## src/hdl/ctrl_settings.svh

```systemverilog
`ifndef CTRL_SETTINGS_SVH
`define CTRL_SETTINGS_SVH

// bus side
`define DATA_WIDTH 32          // bus and ram word
`define ADDR_WIDTH 15          // word address, 32768 words

// interface register map
`define REG_COUNT 16           // addresses 0..15 hit registers
`define CTRL_REG 0             // bit 0 start, bit 1 done
`define BOARD_REG_FIRST 2      // regs 2..9, reg 2 is the low word

// move list layout in ram
`define COUNT_ADDR 16          // number of moves written here
`define LIST_BASE 17           // first move entry

// lmg fifo word geometry
`define SLOTS_PER_WORD 8
`define SLOT_BITS 19           // invalid flag + 18 bit move

`define COUNT_WIDTH 8

`endif

```

## src/hdl/chess_ctrl_pkg.sv

```systemverilog
`include "ctrl_settings.svh"

package chess_ctrl_pkg;

	typedef logic [255:0] board_state_t;                  // regs 2..9 side by side
	typedef logic [`ADDR_WIDTH-1:0] list_addr_t;          // ram word address
	typedef logic [`COUNT_WIDTH-1:0] count_t;             // moves in the list

	// ==================================================================
	// lmg side
	// ==================================================================

	// one fifo slot, msb first
	typedef struct packed {
		logic       invalid;    // slot carries no move
		logic [5:0] flags;      // piece / capture info, passed through
		logic [2:0] to_rank;
		logic [2:0] to_file;
		logic [2:0] from_rank;
		logic [2:0] from_file;
	} lmg_move_t;

	typedef lmg_move_t [`SLOTS_PER_WORD-1:0] lmg_fifo_word_t;   // slot 0 in low bits

	// ==================================================================
	// move list words as software sees them
	// ==================================================================

	typedef struct packed {
		logic [13:0] pad;
		logic [5:0]  flags;
		logic [2:0]  to_file;   // file before rank on this side
		logic [2:0]  to_rank;
		logic [2:0]  from_file;
		logic [2:0]  from_rank;
	} list_move_t;

	typedef struct packed {
		logic [`DATA_WIDTH-`COUNT_WIDTH-1:0] pad;
		count_t                              count;
	} list_count_t;

	// same ram word, read as a move entry or as the count word at COUNT_ADDR
	typedef union packed {
		list_move_t  move;
		list_count_t cnt;
	} list_word_u;

endpackage

```

## src/hdl/mm_slave_regs.sv

```systemverilog
`include "ctrl_settings.svh"

module mm_slave_regs (
	input  logic                        clk,
	input  logic                        rst,
	input  chess_ctrl_pkg::list_addr_t  slave_address,
	input  logic                        slave_read,
	input  logic                        slave_write,
	input  logic [`DATA_WIDTH-1:0]      slave_writedata,
	output logic                        slave_waitrequest,
	input  logic                        done_set,        // pulse from the collector
	output logic                        start,
	output chess_ctrl_pkg::board_state_t board_state,
	output logic                        host_wr_valid,   // ram area write request
	output chess_ctrl_pkg::list_addr_t  host_wr_addr,
	output logic [`DATA_WIDTH-1:0]      host_wr_data,
	input  logic                        host_wr_ready,
	output logic [`DATA_WIDTH-1:0]      reg_rdata,
	output logic                        reg_hit          // last read was a register
);

	import chess_ctrl_pkg::*;

	localparam int REG_IDX_BITS = $clog2(`REG_COUNT);
	localparam int BOARD_WORDS = $bits(board_state_t) / `DATA_WIDTH;

	logic [`DATA_WIDTH-1:0] regs [`REG_COUNT];   // interface registers
	logic                   reg_area;            // address below REG_COUNT
	logic [REG_IDX_BITS-1:0] reg_idx;
	logic                   ctrl_wr;             // host writes the control reg
	logic [`DATA_WIDTH-1:0] ctrl_next;

	// ==================================================================
	// address decode
	// ==================================================================
	assign reg_area = (slave_address < `REG_COUNT);
	assign reg_idx = slave_address[REG_IDX_BITS-1:0];
	assign ctrl_wr = slave_write && reg_area && (reg_idx == `CTRL_REG);

	assign start = regs[`CTRL_REG][0];

	// control word takes the host value but done stays with hardware
	always_comb begin
		ctrl_next = regs[`CTRL_REG];
		if (ctrl_wr) begin
			ctrl_next = slave_writedata;
			ctrl_next[1] = regs[`CTRL_REG][1];   // done is read only from the bus
		end
		if (done_set)
			ctrl_next[1] = 1'b1;                 // run finished
		if (!ctrl_next[0])
			ctrl_next[1] = 1'b0;                 // done needs start
	end

	// ==================================================================
	// register file
	// ==================================================================
	always_ff @(posedge clk) begin
		if (rst) begin
			for (int i = 0; i < `REG_COUNT; i++)
				regs[i] <= '0;
		end else begin
			if (slave_write && reg_area && !ctrl_wr)
				regs[reg_idx] <= slave_writedata;   // plain data regs
			regs[`CTRL_REG] <= ctrl_next;
		end
	end

	// board words laid side by side with reg 2 lowest
	always_comb begin
		for (int i = 0; i < BOARD_WORDS; i++)
			board_state[i*`DATA_WIDTH +: `DATA_WIDTH] = regs[`BOARD_REG_FIRST + i];
	end

	// ==================================================================
	// read side
	// ==================================================================
	// register data is captured with the read and picked by the store next cycle
	always_ff @(posedge clk) begin
		if (slave_read)
			reg_rdata <= regs[reg_idx];
	end

	always_ff @(posedge clk) begin
		if (rst)
			reg_hit <= 1'b0;
		else
			reg_hit <= slave_read && reg_area;
	end

	// ram area writes go to the store and the bus stalls while the collector owns it
	assign host_wr_valid = slave_write && !reg_area;
	assign host_wr_addr = slave_address;
	assign host_wr_data = slave_writedata;
	assign slave_waitrequest = host_wr_valid && !host_wr_ready;

endmodule

```

## config.mk

```make
export PLATFORM = sky130hd
export DESIGN_NAME = mm_slave_regs
export DESIGN_NICKNAME = d
export VERILOG_FILES = /design/src/hdl/chess_ctrl_pkg.sv /design/src/hdl/mm_slave_regs.sv
export VERILOG_INCLUDE_DIRS = /design/src /design/src/hdl
export SDC_FILE = /design/constraint.sdc
export NUM_CORES = 1
export LEC_CHECK = 0
export ABC_AREA = 1
export BUFFER_PORTS_ARGS = -buffer_cell sky130_fd_sc_hd__clkbuf_2
export CAP_MARGIN = 20
export CORE_MARGIN = 3
export CORE_UTILIZATION = 55
export DETAILED_ROUTE_END_ITERATION = 10
export MAX_ROUTING_LAYER = met4
export PLACE_DENSITY = 0.78
export SLEW_MARGIN = 0
export SYNTH_ARGS = -nofsm -noshare
export SYNTH_HDL_FRONTEND = slang
export SYNTH_SLANG_ARGS = --single-unit
```

## constraint.sdc

```tcl
create_clock -name clk -period 5.75 [get_ports clk]
set_input_delay 0.8625 -clock clk [delete_from_list [all_inputs] [get_ports clk]]
set_output_delay 0.8625 -clock clk [all_outputs]
set_load 0.005 [all_outputs]
```

== Word-level counts from Yosys, hierarchy flattened ==
Memory sizes are Yosys's and may differ from the RTL's. A register that Yosys moved wholly into a read port is not among the register bits.
Index checks and enable logic that the tools add are counted.
Widths: inputs -> output; s select.
Word-level totals
  flip-flop bits (word level): 1
  RAM bits: 512
  input bits: 53
  output and inout bits: 339
  word-level logic and storage cells: 28
  memories: 1
Memory list
  regs: words 16, bits a word 32, read ports 10, clocked after Yosys merged registers in 1, wr ports 16, line mm_slave_regs.sv:27  | logic [`DATA_WIDTH-1:0] regs [`REG_COUNT];
Operators by class
  magnitude comparators: 1
  multiplexer cells: 13
  bitwise gates (word level): 1
  reduce and logical (&&, ||, !) cells: 11
Operators with widths (number)
  $mux 32: 3
  $reduce_or 32->1: 1
  $lt 15x5->1 const B: 1
  $mux 1: 9
  $logic_and 1x1->1: 6
  $logic_not 4->1: 1
  $mux 4: 1
  $logic_not 1->1: 3
  $or 1x1->1: 1

== Depth between registers and ports, before layout ==
  depth after elaboration: 10
  mapped depth: 9
  gate-level depth less buffers: 7

== Least setup slack after synthesis ==
No wires, ideal clock.
  kind: input to register
  from: input slave_address[14]
  to: memory regs[8][0] (netlist bit) (enable)
  setup time: 389 ps
  arrival time: 2607 ps
  data required time: 5361 ps
  path slack: 2754 ps
  stages: 9
  buffers on the path: 2
  cell sequence: nor2_1 nand2_1 nor2_2 nand3_2 nor2_4 buf_6 nand3_2 buf_2 nand2_1
RTL lines
  from (decl): line mm_slave_regs.sv:6  | input chess_ctrl_pkg::list_addr_t slave_address,
  to (decl): line mm_slave_regs.sv:27

==> key figures <==
Power and ir drop
  • Total chip power: 0.00886 W
  • PwrDens: 330 mW/mm^2
  • Pleak: approximately 11 nW
  • Maximum VDD drop: 216 uV

Floorplanning
  • Width of the die: 211 um
  • Site row count: 74
  • Die H: approximately 210 um
  • CORE AREA: roughly 0.041 mm^2
  • IO Pins: around 390
  • Die area: 0.0446 mm^2
  • Initial Util: between 50 and 60%

Final layout
  • Fillers: between 3,000 and 4,000
  • ANT cells: 0
  • Non-filler cells, final: 3,006
  • P&R area growth vs syn: 16.1%
  • Nets: 2,485
  • Util after Layout: around two thirds
  • Layout cells sized above 1: between 20% and 30%

Yosys
  • Syn Inst Count: 2,160
  • Count of cell types in the netlist: 18
  • Synth Register Bits: about 550
  • Ys flop type: edfxtp_1
  • Yosys warning total: 0
  • Mapped Area: 0.0231 mm^2
  • Avg Cell Area, Syn: 10.7 um^2
  • Synth async-reset ratio: 0%
  • Seq/Total Area, Yosys: between 70% and 80%
  • Top post-synthesis cells by area: edfxtp_1 (70%), nand2_1 (11%), nor2_1 (8.5%), nand4_1 (4.4%), clkbuf_1 (1.6%)
  • EDFF count, synth: 542
  • Syn Nets: 2,213
  • Count leader, synth: nand2_1
  • Cell taking the most area after synthesis: edfxtp_1
  • Top-area cell type share of the netlist area: a little over two thirds
  • Most frequent cells after synthesis: nand2_1 (664), edfxtp_1 (542), nor2_1 (525)

GRT
  • First-pass GRT wire length: about 100 mm
  • GR Util All Layers: about a third
  • Largest net degree at the start of global routing: 80
  • GRT overflow: 0
  • Initial antenna violation count: 0
  • Vias in the first global route: approximately 17,000

Worst setup path
  • Setup crit end kind: register
  • RR Startpoint: regs[4][3]
  • Critical Path Fanout Max: 33
  • Reg-to-reg setup timing slack: approximately 4.5 ns
  • Worst setup endpoint: regs[4][12]
  • Worst reg-to-reg path cell count: 4
  • Required time of the critical path: slightly below 6 ns
  • Crit path DAT: between 4 and 5 ns
  • Crit Path Category: primary input to register
  • Worst r2r dst: reg_rdata[3]
  • Crit start category: primary input
  • CP Launch Point: rst

Routing
  • Vias: between 15,000 and 20,000
  • Vias per inst: between 5 and 6
  • DRC violations left: 0
  • 1st-iter DRT viols: approximately 2,300
  • ANT nets after route: 0
  • Routed len/inst: roughly 24 um
  • Routed WL: slightly above 70 mm
  • Total iterations of the first detailed-routing run: 6

Timing
  • Slew headroom: 23.2%
  • Fin. max-slew vios: 0
  • F_max: about 260 MHz
  • RSZ-0062 raised after global routing: no
  • Clock Skew: approximately 0.026 ns
  • Min cycle time layout: 3.90 ns
  • Final period utilization: between 60 and 70%
  • Setup TNS: 0 ns
  • Hold Violations, Final: 0
  • Hold_ws: 0.514 ns
  • Worst-Margin Slew: roughly 1.2 ns
  • Setup-failing EPs final: 0

Outcome
  • Status: finished clean

Place
  • Placed Instances: roughly 2,900
  • Routability cong.: 0.897
  • DP HPWL: roughly 43 mm
  • Port Buffers: between 300 and 400

Clocking
  • Total clock sinks: ~550
  • Hold Buf Count CTS: 0
  • Clk buf depth: 3
  • Cts repair resizes: 0
  • Clk_lat worst skew: around 0.6 ns
  • Reg clk slew, reported paths: approximately 0.06 ns
  • Total CTS buffers: 53
  • Clock H-tree levels: 2
  • CTS tree: done
  • Clock root cell: clkbuf_16
  • Post-CTS Setup Inserts: 0

Worst hold path
  • HP Class: register to register

Job
  • # Max-Cap Violations: 0
[critical path, stage by stage]
cell and delay (ns):
clkbuf_2 0.08, clkinv_1 0.44, nand3_2 0.20, nor2_4 0.51, nand3_2 0.87, nand2_2 1.11
[where the power goes]
group | switching, W | internal (W)
logic | 0.000464 | 0.000192
clock network | 0.00147 | 0.00204
registers | 0.000107 | 0.00458
[state kept, by name (all words and copies together), names as in the netlist]
signal	cells
regs	512
reg_rdata	32
reg_hit	1
[through the flow]
step / setup slack [ns] / instance area [um^2]
3_3_place_gp: 1.46 / 25000
5_1_grt: 1.67 / 26900
4_1_cts: 1.84 / 26800
2_1_floorplan: 2.75 / 23100
6_report: 1.85 / 26900
3_5_place_dp: 1.22 / 25000
[cell usage in the layout (no fill, tap or decap), drive strengths merged]
cell type,n
buf,24
bufinv,7
clkbuf,465
clkinv,17
dfxtp,3
edfxtp,542
inv,43
nand2,664
nand3,19
nand4,161
nor2,527
nor3,2
[layer usage]
layer	vias up	wire length [um]	global-route usage, %
li1	7750	-	-
met1	8696	25800	42.1
met2	1355	33700	49.5
met3	201	8390	5.91
met4	0	2940	14.8
met5	-	0	-
[area by class of cell]
cell class              instances  area, um^2  share of cell area [%]
clock inverters                23         295                    1.10
flip-flops and latches        545       16300                    60.8
repair buffers                415        2190                    8.17
clock buffers                  74        1430                    5.31
multi-input cells            1373        5770                    21.5
well taps                     532         666                    2.48
inverters                      44         168                   0.624
[kinds of logic after synthesis]
logic type | Yosys count | synth area share, %
DFF | 545 | 70.6
and+or+nand+nor | 1373 | 24.4
buffers and inverters | 242 | 4.98
[how the worst min path moves through the flow]
| stage | start | endpoint | cells past startpoint |
|---|---|---|---|
| after floorplan | regs[0][1] | regs[0][1] | 2 |
| after global placement | regs[0][1] | regs[0][1] | 2 |
| after detailed placement | regs[0][1] | regs[0][1] | 2 |
| after CTS | regs[0][1] | regs[0][1] | 2 |
| after global routing | regs[0][1] | regs[0][1] | 2 |
| final | regs[0][1] | regs[0][1] | 2 |
(Power assumes the default switching activity.)
