`src/hdl/ctrl_settings.svh`:
```
`ifndef CTRL_SETTINGS_SVH
`define CTRL_SETTINGS_SVH

// bus side
`define DATA_WIDTH 32          // bus and ram word
`define ADDR_WIDTH 15          // word address, 32768 words

// interface register map
`define REG_COUNT 16           // addresses 0..15 hit registers
`define CTRL_REG 0             // bit 0 start, bit 1 done
`define BOARD_REG_FIRST 2      // regs 2..9, reg 2 is the low word

// move list layout in ram
`define COUNT_ADDR 16          // number of moves written here
`define LIST_BASE 17           // first move entry

// lmg fifo word geometry
`define SLOTS_PER_WORD 8
`define SLOT_BITS 19           // invalid flag + 18 bit move

`define COUNT_WIDTH 8

`endif

```
`src/hdl/chess_ctrl_pkg.sv`:
```
`include "ctrl_settings.svh"

package chess_ctrl_pkg;

	typedef logic [255:0] board_state_t;                  // regs 2..9 side by side
	typedef logic [`ADDR_WIDTH-1:0] list_addr_t;          // ram word address
	typedef logic [`COUNT_WIDTH-1:0] count_t;             // moves in the list

	// ==================================================================
	// lmg side
	// ==================================================================

	// one fifo slot, msb first
	typedef struct packed {
		logic       invalid;    // slot carries no move
		logic [5:0] flags;      // piece / capture info, passed through
		logic [2:0] to_rank;
		logic [2:0] to_file;
		logic [2:0] from_rank;
		logic [2:0] from_file;
	} lmg_move_t;

	typedef lmg_move_t [`SLOTS_PER_WORD-1:0] lmg_fifo_word_t;   // slot 0 in low bits

	// ==================================================================
	// move list words as software sees them
	// ==================================================================

	typedef struct packed {
		logic [13:0] pad;
		logic [5:0]  flags;
		logic [2:0]  to_file;   // file before rank on this side
		logic [2:0]  to_rank;
		logic [2:0]  from_file;
		logic [2:0]  from_rank;
	} list_move_t;

	typedef struct packed {
		logic [`DATA_WIDTH-`COUNT_WIDTH-1:0] pad;
		count_t                              count;
	} list_count_t;

	// same ram word, read as a move entry or as the count word at COUNT_ADDR
	typedef union packed {
		list_move_t  move;
		list_count_t cnt;
	} list_word_u;

endpackage

```
`src/hdl/move_collector.sv`:
```
`include "ctrl_settings.svh"

module move_collector (
	input  logic                          clk,
	input  logic                          rst,
	input  logic                          start,          // control reg bit 0
	output logic                          lmg_reset,      // one cycle pulse
	input  logic                          lmg_done,
	output logic                          lmg_rden,       // one cycle pulse
	input  chess_ctrl_pkg::lmg_fifo_word_t lmg_fifo_word,  // valid the cycle after rden
	input  logic                          lmg_fifo_empty,
	output logic                          col_wr_en,
	output chess_ctrl_pkg::list_addr_t    col_wr_addr,
	output chess_ctrl_pkg::list_word_u    col_wr_data,
	output logic                          done_set
);

	import chess_ctrl_pkg::*;

	localparam int SLOT_IDX_BITS = $clog2(`SLOTS_PER_WORD);
	localparam logic [SLOT_IDX_BITS-1:0] LAST_SLOT = SLOT_IDX_BITS'(`SLOTS_PER_WORD - 1);

	// ==================================================================
	// FSM encodings
	// ==================================================================
	localparam logic [3:0] S_IDLE      = 4'd0;
	localparam logic [3:0] S_RESET     = 4'd1;   // lmg_reset high
	localparam logic [3:0] S_WAIT_DONE = 4'd2;   // lmg is searching
	localparam logic [3:0] S_RDEN      = 4'd3;   // pop one fifo word
	localparam logic [3:0] S_FETCH     = 4'd4;   // word arrives, capture it
	localparam logic [3:0] S_SLOT      = 4'd5;   // one slot per cycle
	localparam logic [3:0] S_COUNT     = 4'd6;   // count word at COUNT_ADDR
	localparam logic [3:0] S_TERM      = 4'd7;   // zero after last move
	localparam logic [3:0] S_DONE      = 4'd8;   // done_set pulse

	logic [3:0]               state;
	logic                     start_q;
	logic                     start_rise;
	logic [SLOT_IDX_BITS-1:0] slot_idx;      // slot under inspection
	count_t                   count;         // valid moves so far
	logic [`SLOTS_PER_WORD*`SLOT_BITS-1:0] word_q;   // captured fifo word
	lmg_move_t                cur_move;
	list_word_u               move_word;
	list_word_u               count_word;
	list_addr_t               move_addr;

	assign start_rise = start && !start_q;

	// slot select out of the held word
	assign cur_move = word_q[slot_idx*`SLOT_BITS +: `SLOT_BITS];

	// rank and file swap places for software
	always_comb begin
		move_word = '0;
		move_word.move.flags = cur_move.flags;
		move_word.move.to_file = cur_move.to_file;
		move_word.move.to_rank = cur_move.to_rank;
		move_word.move.from_file = cur_move.from_file;
		move_word.move.from_rank = cur_move.from_rank;
	end

	always_comb begin
		count_word = '0;
		count_word.cnt.count = count;
	end

	assign move_addr = list_addr_t'(`LIST_BASE) + list_addr_t'(count);   // next free entry

	// ==================================================================
	// outputs, decoded from state
	// ==================================================================
	assign lmg_reset = (state == S_RESET);
	assign lmg_rden = (state == S_RDEN);
	assign done_set = (state == S_DONE);

	always_comb begin
		col_wr_en = 1'b0;
		col_wr_addr = move_addr;
		col_wr_data = '0;                    // terminator by default
		case (state)
			S_SLOT: begin
				col_wr_en = !cur_move.invalid;   // invalid slots are skipped
				col_wr_data = move_word;
			end
			S_COUNT: begin
				col_wr_en = 1'b1;
				col_wr_addr = list_addr_t'(`COUNT_ADDR);
				col_wr_data = count_word;
			end
			S_TERM: col_wr_en = 1'b1;          // zero word right after the list
			default: col_wr_en = 1'b0;
		endcase
	end

	// ==================================================================
	// sequencer
	// ==================================================================
	always_ff @(posedge clk) begin
		if (rst) begin
			state <= S_IDLE;
			start_q <= 1'b0;
			slot_idx <= '0;
			count <= '0;
		end else begin
			start_q <= start;
			if (!start) begin
				state <= S_IDLE;               // host dropped start, abandon run
			end else if (start_rise) begin
				state <= S_RESET;
				count <= '0;
			end else begin
				case (state)
					S_RESET: state <= S_WAIT_DONE;
					S_WAIT_DONE: if (lmg_done) state <= S_RDEN;
					S_RDEN: state <= S_FETCH;
					S_FETCH: begin
						state <= S_SLOT;
						slot_idx <= '0;
					end
					S_SLOT: begin
						if (!cur_move.invalid)
							count <= count + 1'b1;
						slot_idx <= slot_idx + 1'b1;
						if (slot_idx == LAST_SLOT)
							state <= lmg_fifo_empty ? S_COUNT : S_RDEN;   // more words or finish
					end
					S_COUNT: state <= S_TERM;
					S_TERM: state <= S_DONE;
					S_DONE: state <= S_IDLE;   // wait for the next start edge
					default: state <= S_IDLE;
				endcase
			end
		end
	end

	// word holder, loaded when the lmg presents data
	always_ff @(posedge clk) begin
		if (state == S_FETCH)
			word_q <= lmg_fifo_word;
	end

endmodule

```
`config.mk`:
```
export PLATFORM = sky130hd
export DESIGN_NAME = move_collector
export DESIGN_NICKNAME = d
export VERILOG_FILES = /design/src/hdl/chess_ctrl_pkg.sv /design/src/hdl/move_collector.sv
export VERILOG_INCLUDE_DIRS = /design/src /design/src/hdl
export SDC_FILE = /design/constraint.sdc
export NUM_CORES = 1
export LEC_CHECK = 0
export ABC_AREA = 0
export BUFFER_PORTS_ARGS = -buffer_cell sky130_fd_sc_hd__buf_2
export CAP_MARGIN = 30
export CELL_PAD_IN_SITES_DETAIL_PLACEMENT = 0
export CELL_PAD_IN_SITES_GLOBAL_PLACEMENT = 1
export CORE_MARGIN = 3
export CORE_UTILIZATION = 41
export DETAILED_ROUTE_END_ITERATION = 8
export PLACE_DENSITY_LB_ADDON = 0.3
export SLEW_MARGIN = 25
export SYNTH_ARGS = -nofsm -noshare
export SYNTH_HDL_FRONTEND = slang
export SYNTH_SLANG_ARGS = --single-unit
```
`constraint.sdc`:
```
create_clock -name clk -period 33.4 [get_ports clk]
set_input_delay 0 -clock clk [delete_from_list [all_inputs] [get_ports clk]]
set_output_delay 0 -clock clk [all_outputs]
set_load 0.05 [all_outputs]
```
After elaboration in Yosys (flattened, before gate mapping):

Index checks and enable logic that the tools add are counted.

* magnitude comparators: 0
* bitwise gates (word level): 2
* shift operators: 1
* equality and inequality tests: 14
* multiply operators: 1
* add/subtract/negate cells: 3
* reductions and logical operators: 12
* div/mod/pow operators: 0
* mux-type cells: 12

Operators with widths (number)
* $shiftx 152x9->19: 1
* $pmux 18 s2: 1
* $pmux 4 s7: 1
* $mux 8: 3
* $eq 4x3->1 const B: 4
* $add 5x8->9 const A: 1
* $mux 9: 1
* $add 8x1->8 const B: 1
* $eq 4x2->1 const B: 2
* $mul 3x5->8 const B: 1
* $mux 4: 2
* $ne 2x2->1 const B: 3
* $ne 3x3->1 const B: 2
* $pmux 3 s2: 1
* $reduce_and 3->1: 2
* $eq 4x1->1 const B: 1
* $eq 4x4->1 const B: 1
* $reduce_and 2->1: 2
* $reduce_bool 2->1: 2
* $reduce_or 2->1: 2
* $add 3x1->3 const B: 1
* $eq 3x3->1 const B: 1
* $mux 3: 1
* $reduce_or 3->1: 1
* other kinds (5): 7

* memory bits (read-only): 0
* bits in registers: 168
* output and inout bits: 51
* memory bits (writable): 0
* latch bits: 0
* memories: 0

Depth between registers and ports, before layout:

Gate-level depths: netlist of the first run.

* depth after elaboration: 5
* depth in mapped cells: 7
* mapped depth without buffers: 6

Worst setup path after synthesis of the first run:

No wires, ideal clock.

* kind: reg2reg
* from: register state[1]
* to: register word_q[0], enable pin
* cell stages (with the launch flop): 3
* setup slack: 21687 ps
* buffers on the path: 1
* data required time: 32550 ps
* library setup time: 850 ps
* clock period less this slack: 11713 ps
* arrival time: 10864 ps
* path through: dfxtp_1 > clkbuf_1 > nor3_1

* longest elaborated chain between the ends: 1

Ends and longest elaborated chain
* start: declaration: line move_collector.sv:36 `logic [3:0] state;`
* start signal: assignment: line move_collector.sv:125 `state <= lmg_fifo_empty ? S_COUNT : S_RDEN;`
* $eq 4x3->1: line move_collector.sv:138 `if (state == S_FETCH)`
* end signal: assignment: line move_collector.sv:139 `word_q <= lmg_fifo_word;`
* end: declaration: line move_collector.sv:41 `` logic [`SLOTS_PER_WORD*`SLOT_BITS-1:0] word_q; ``

No other way between the ends.
A chain may end at the register's enable or synchronous reset.

Worst setup path in the final report of the first run:

* from: register state[2]
* to: register word_q[96], enable pin

The elaborated chain is that of the path after synthesis.

==> out/metrics.yaml, run 1 <==
status:
  outcome: "complete, no violations"
detailed_routing:
  wire_per_inst_um: 17.72
  drc: 0
  dr_total_vias: 4853
  drt-total-wl_um: 17650
  viasPerCell: 4.872
  drt_iter0_drc: 297
  ant_nets: 0
  dr.pass1.iters: 4
job:
  cap_violations: 0
global_routing:
  first_global_vias: 5192
  track_usage_pct: 19.08
  grt_max_degree: 82
  grt_overflow: 0
  antenna_found_initial: 1
  grt_pass1_wl_um: 26680
worst_setup_path:
  worstReg2RegStart: "state[2]"
  critPathRequiredTime_ns: 33.49
  critPathMaxFanout: 72
  cp_data_arrival_time_ns: 2.74
  endpoint: "word_q[96]"
  cp-start-kind: "flop"
  reg2reg_setup_slack_ns: 30.75
  crit_start: "state[2]"
  critical_path_class: "flop to flop"
  rr_worst_depth: 5
  r2r-end: "word_q[96]"
  critPathCaptureType: "flop"
sta:
  fin_ws_ns: 30.75
  final.period_utilization_pct: 7.921
  hold_violations: 0
  slew_violations: 0
  rsz0062_at_grt: "false"
  setup-violations-final: 0
  period_needed_ns: 2.645
  fmax_mhz: 378.0
  tns_ns: 0
  fin_skew_ns: 0.01370
  relSlewSlack_pct: 38.74
  tightest_slew_ns: 0.9189
synthesis:
  yosysWarningCount: 0
  synth_cells: 424
  synth.avg_cell_area_um2: 16.60
  synth_edf_count: 152
  synth-main-ff-cell: "edfxtp_1"
  ys_seq_elements: 168
  netlist_area_um2: 7037
  async_flop_share_pct: 0
  ys_seq_area_share_pct: 69.42
  post_synth_num_cell_types: 47
pwr:
  power.share.clock_pct: 43.5
  p_leak_nw: 3.799
  peakVddDrop_uv: 33.71
  p_comb_share_pct: 6.7
  p_int_uw: 371.9
  seqPwrFrac_pct: 49.8
  power.switching_uw: 89.24
  switching_share_pct: 19.35
  total_power_uw: 461.1
  power_density_nw_per_um2: 44.71
place:
  gp_congestion: 0.7689
  dp_hpwl_um: 10680
  place_ws_ns: 30.62
  dp.cells: 809
  port_buffers: 187
clocking:
  cts_setup_buffers: 0
  clk_pin_slew_ns: 0.06
  cts_max_path_buffers: 2
  cts_made_buffers: 17
  clock_latency_ns: 0.42
  clkSinkCount: 168
  cts_tree: "built"
  htree_levels: 4
  cts_root_buf: "clkbuf_16"
cells_and_area:
  drive_gt1_share_pct: 33.94
  mostFrequentLayoutCells: "187 x buf_2, 155 x dlygate4sd3_1, 152 x edfxtp_1"
  final_common_cell: "buf_2"
  nNetsFinal: 924
  area_growth_pct: 46.57
  final_cell_count_no_fill: 996
floorplanning:
  row_count: 47
  ioPinCount: 208
  dieArea_um2: 18770
  initial_utilization_pct: 42.13
  die_h_um: 137.0
  die_w_um: 137.0
  core_um2: 16700
min_path:
  hold_start: "lmg_done"
  holdCritPathClass: "primary input to flop"
==> worst min-delay path by stage <==
| stage | endpoint | cells past startpoint |
|---|---|---|
| global route | state[2] | 5 |
| global placement | word_q[15] | 1 |
| detailed placement | word_q[57] | 1 |
| CTS | state[2] | 5 |
| finish | state[2] | 5 |
| floorplan | start_q | 1 |
==> final cells by class <==
cell class / instances / area [µm²]
Clock inverter: 12 / 176.4
Multi-Input combinational cell: 224 / 1948
Sequential cell: 168 / 4891
Tap cell: 220 / 275.3
Antenna cell: 1 / 2.502
Inverter: 5 / 18.77
Timing Repair Buffer: 348 / 2572
Clock buffer: 18 / 429.2
Fill cell: 1256 / 6387
==> logic make-up after synthesis <==
group | share of synthesized area, %
flip-flops | 69.42
AND/OR/NAND/NOR | 6.366
multiplexers | 14.86
buffers and inverters | 3.983
AO/OA/AOI/OAI | 4.161
XOR/XNOR | 0.6224
adder cells (fa/ha/maj) | 0.5335
other | 0.05329
==> state kept, by name (all words and copies together) (netlist names) <==
register  count
word_q      152
start_q       1
count         8
slot_idx      3
state         4
==> cell usage after synthesis (6+ instances only) <==
cell      instances  area share, %
a21oi_1           7           0.50
nand2b_1          7           0.62
edfxtp_1        152             65
mux2i_1          22            3.1
nor2_1           32            1.7
dfxtp_1          16            4.6
buf_4            20            2.1
nand2_1          14           0.75
mux4_2           36             12
clkbuf_1         16           0.85
o21ai_0          18            1.3
nand3_1           6           0.43
a31oi_1           7           0.62
==> routing by layer <==
metal	global-route usage, %	wire length, µm
met1	22.02	6644
met2	34.25	9796
met5	0	0
met3	4.081	774
met4	8.038	431
==> power groups by stage <==
stage,combinational [mW],clock (mW),sequential (mW)
floorplan,0.00828,0,0.234
global placement,0.0159,0,0.234
detailed placement,0.0161,0,0.234
CTS,0.0303,0.205,0.229
global route,0.0333,0.214,0.229
finish,0.0311,0.201,0.229
==> metrics by stage <==
| step | hold slack (ns) | cell area [µm²] | util (%) |
|---|---|---|---|
| 2_1_floorplan | 0.09033 | 7108 | - |
| 3_3_place_gp | 0.1782 | 8099 | 48.49 |
| 3_5_place_dp | 0.1781 | 8127 | 48.66 |
| 4_1_cts | 0.08894 | 10280 | 61.57 |
| 5_1_grt | 0.1715 | 10310 | 61.75 |
| 6_report | 0.1076 | 10310 | 61.75 |
==> critical path, cell delays in order (launching register included) <==
cell and delay (ns):
dfxtp_1 0.47, nand2b_1 0.13, nor3_2 0.12, buf_4 0.73
buf_4 0.50, buf_16 0.30
==> what timing repair did <==
item	4_1_cts	5_1_grt
hold buffers	155	0
endpoints found under the hold margin	163	0
gates resized for setup	0	0
No activity file was read; power rests on OpenSTA's default activity.
==> inputs of run 2 (changes only) <==
==> constraint.sdc (replaced) <==
create_clock -name clk -period 2.5 [get_ports clk]
set_input_delay 0 -clock clk [delete_from_list [all_inputs] [get_ports clk]]
set_output_delay 0 -clock clk [all_outputs]
set_load 0.05 [all_outputs]
==> run 2 against run 1 <==
Compared with the run above: register-to-register slack worse by 30 ns; die area is the same; largest cell class unchanged; first-iteration DRC count up 17%; utilization grew 0.33 points; sequential cell count did not move; power grew to 13 times the previous value; clock power grew to 13 times the previous value; global-route usage is 0.21 points higher; wire length fell by 0.59%; non-clock buffer count is 8 higher; clock skew is 0.0021 ns higher; worst hold slack worse by 0.070 ns.
==> out/metrics.yaml, run 2 (synthesis results as in run 1) <==
global_routing:
  grt_pass1_wl_um: 27040
  grt_overflow: 0
  grt_max_degree: 46
  first_global_vias: 5165
  antenna_found_initial: 0
  track_usage_pct: 19.29
sta:
  final.period_utilization_pct: 92.65
  rsz0062_at_grt: "false"
  tightest_slew_ns: 0.6010
  fmax_mhz: 431.7
  slew_violations: 0
  fin_skew_ns: 0.01577
  timing.hold.ws_ns: 0.03740
  relSlewSlack_pct: 59.80
  tns_ns: 0
  fin_ws_ns: 0.1838
  setup-violations-final: 0
  period_needed_ns: 2.316
  hold_violations: 0
clocking:
  htree_levels: 4
  cts_setup_buffers: 0
  clock_latency_ns: 0.42
  cts_max_path_buffers: 2
  cts_made_buffers: 17
  clkSinkCount: 168
  clk_pin_slew_ns: 0.06
  cts_tree: "built"
  cts_root_buf: "clkbuf_16"
place:
  placedInstanceArea_um2: 8248
  place_ws_ns: 0.4185
  gp_congestion: 0.8082
  dp_hpwl_um: 11200
  port_buffers: 187
worst_setup_path:
  cp_slowest_cell: "mux4_2"
  critical_path_class: "flop to output port"
  critPathCaptureType: "output port"
  max_stage_delay_ns: 0.54
  cp_data_arrival_time_ns: 2.32
  reg2reg_setup_slack_ns: 0.41
  cp-start-kind: "flop"
  critPathMaxFanout: 20
  critPathRequiredTime_ns: 2.50
  worstPathCellList: "buf_6 -> mux4_2 -> mux2i_1 -> o21ai_0 -> buf_2"
floorplanning:
  row_count: 47
  die_w_um: 137.0
  die_h_um: 137.0
  initial_utilization_pct: 42.13
  ioPinCount: 208
  dieArea_um2: 18770
  core_um2: 16700
cells_and_area:
  area_growth_pct: 47.35
  antennaDiodeCount: 0
  nNetsFinal: 932
  largest_register: "word_q"
  fill_cells: 1242
  seq_area_um2: 4893
  largest_reg_flops: 152
  top_regs: "word_q (152), count (8), state (4)"
  multi_input_area_um2: 1962
  drive_gt1_share_pct: 35.41
  finalInstanceArea_um2: 10370
  mostFrequentLayoutCells: "187 x buf_2, 154 x dlygate4sd3_1, 152 x edfxtp_1"
  final_common_cell: "buf_2"
min_path:
  holdCritPathClass: "primary input to flop"
detailed_routing:
  drt_iter0_drc: 347
  drt-total-wl_um: 17540
  wire_per_inst_um: 17.46
  dr.pass1.iters: 5
  ant_nets: 0
  dr_total_vias: 4900
  drc: 0
  viasPerCell: 4.876
pwr:
  power_density_nw_per_um2: 580.8
  total_power_mw: 6.022
  p_leak_nw: 3.836
  peakVddDrop_uv: 412.4
status:
  outcome: "complete, no violations"
job:
  cap_violations: 0
==> run 2: changes by cell type in the layout (fill, tap and decap cells not counted), sizes merged <==
cell / change
buf: +9
inv: +3
bufinv: -2
clkinv: +2
clkinvlp: -1
diode: -1
dlygate4sd3: -1
==> run 2: worst max-delay path: cells and delay by family, from the launching register on <==
kind	cells	cell delay [ns]
flip-flops	1	0.42
multiplexers	2	0.77
AO/OA/AOI/OAI	1	0.15
buffers and inverters	2	0.54
==> run 2: path summary, 6_finish.rpt <==
path | start | to | cells after the start
worst min-delay path | lmg_fifo_empty | state[0] | 4
worst max-delay path | slot_idx[0] | col_wr_data[3] | 5
worst min register to register | state[3] | state[1] | 1
worst max register to register | slot_idx[0] | count[7] | 5
==> run 2: stage by stage <==
step	utilization, %	cells
after floorplan	-	443
after global placement	49.39	819
after detailed placement	49.39	819
after CTS	62.06	1005
after global routing	62.08	1005
final	62.08	1005
==> run 2: timing repair <==
item / 4_1_cts / 5_1_grt
setup endpoints to repair: 0 / 4
hold endpoints to repair: 164 / 0
gates resized for setup: 0 / 1
hold buffers: 154 / 0
==> run 2: where the power goes <==
group	leakage, nW	switching (mW)	internal (mW)
sequential	1.50	0.00349	3.06
combinational	2.06	0.166	0.249
clock	0.279	1.07	1.48
==> run 2: routing by layer <==
| layer | part of all wire, % | global-route usage (%) |
|---|---|---|
| met1 | 38 | 23.16 |
| met2 | 55 | 33.54 |
| met3 | 5.0 | 4.890 |
| met4 | 2.1 | 7.206 |
| met5 | 0 | 0 |
==> run 2: final cells by class <==
cell class	count	share of cell area, %
Clock inverter	14	1.412
Tap cell	220	2.655
Timing Repair Buffer	356	25.50
Inverter	5	0.1810
Clock buffer	18	4.139
Sequential cell	168	47.19
Multi-Input combinational cell	224	18.92
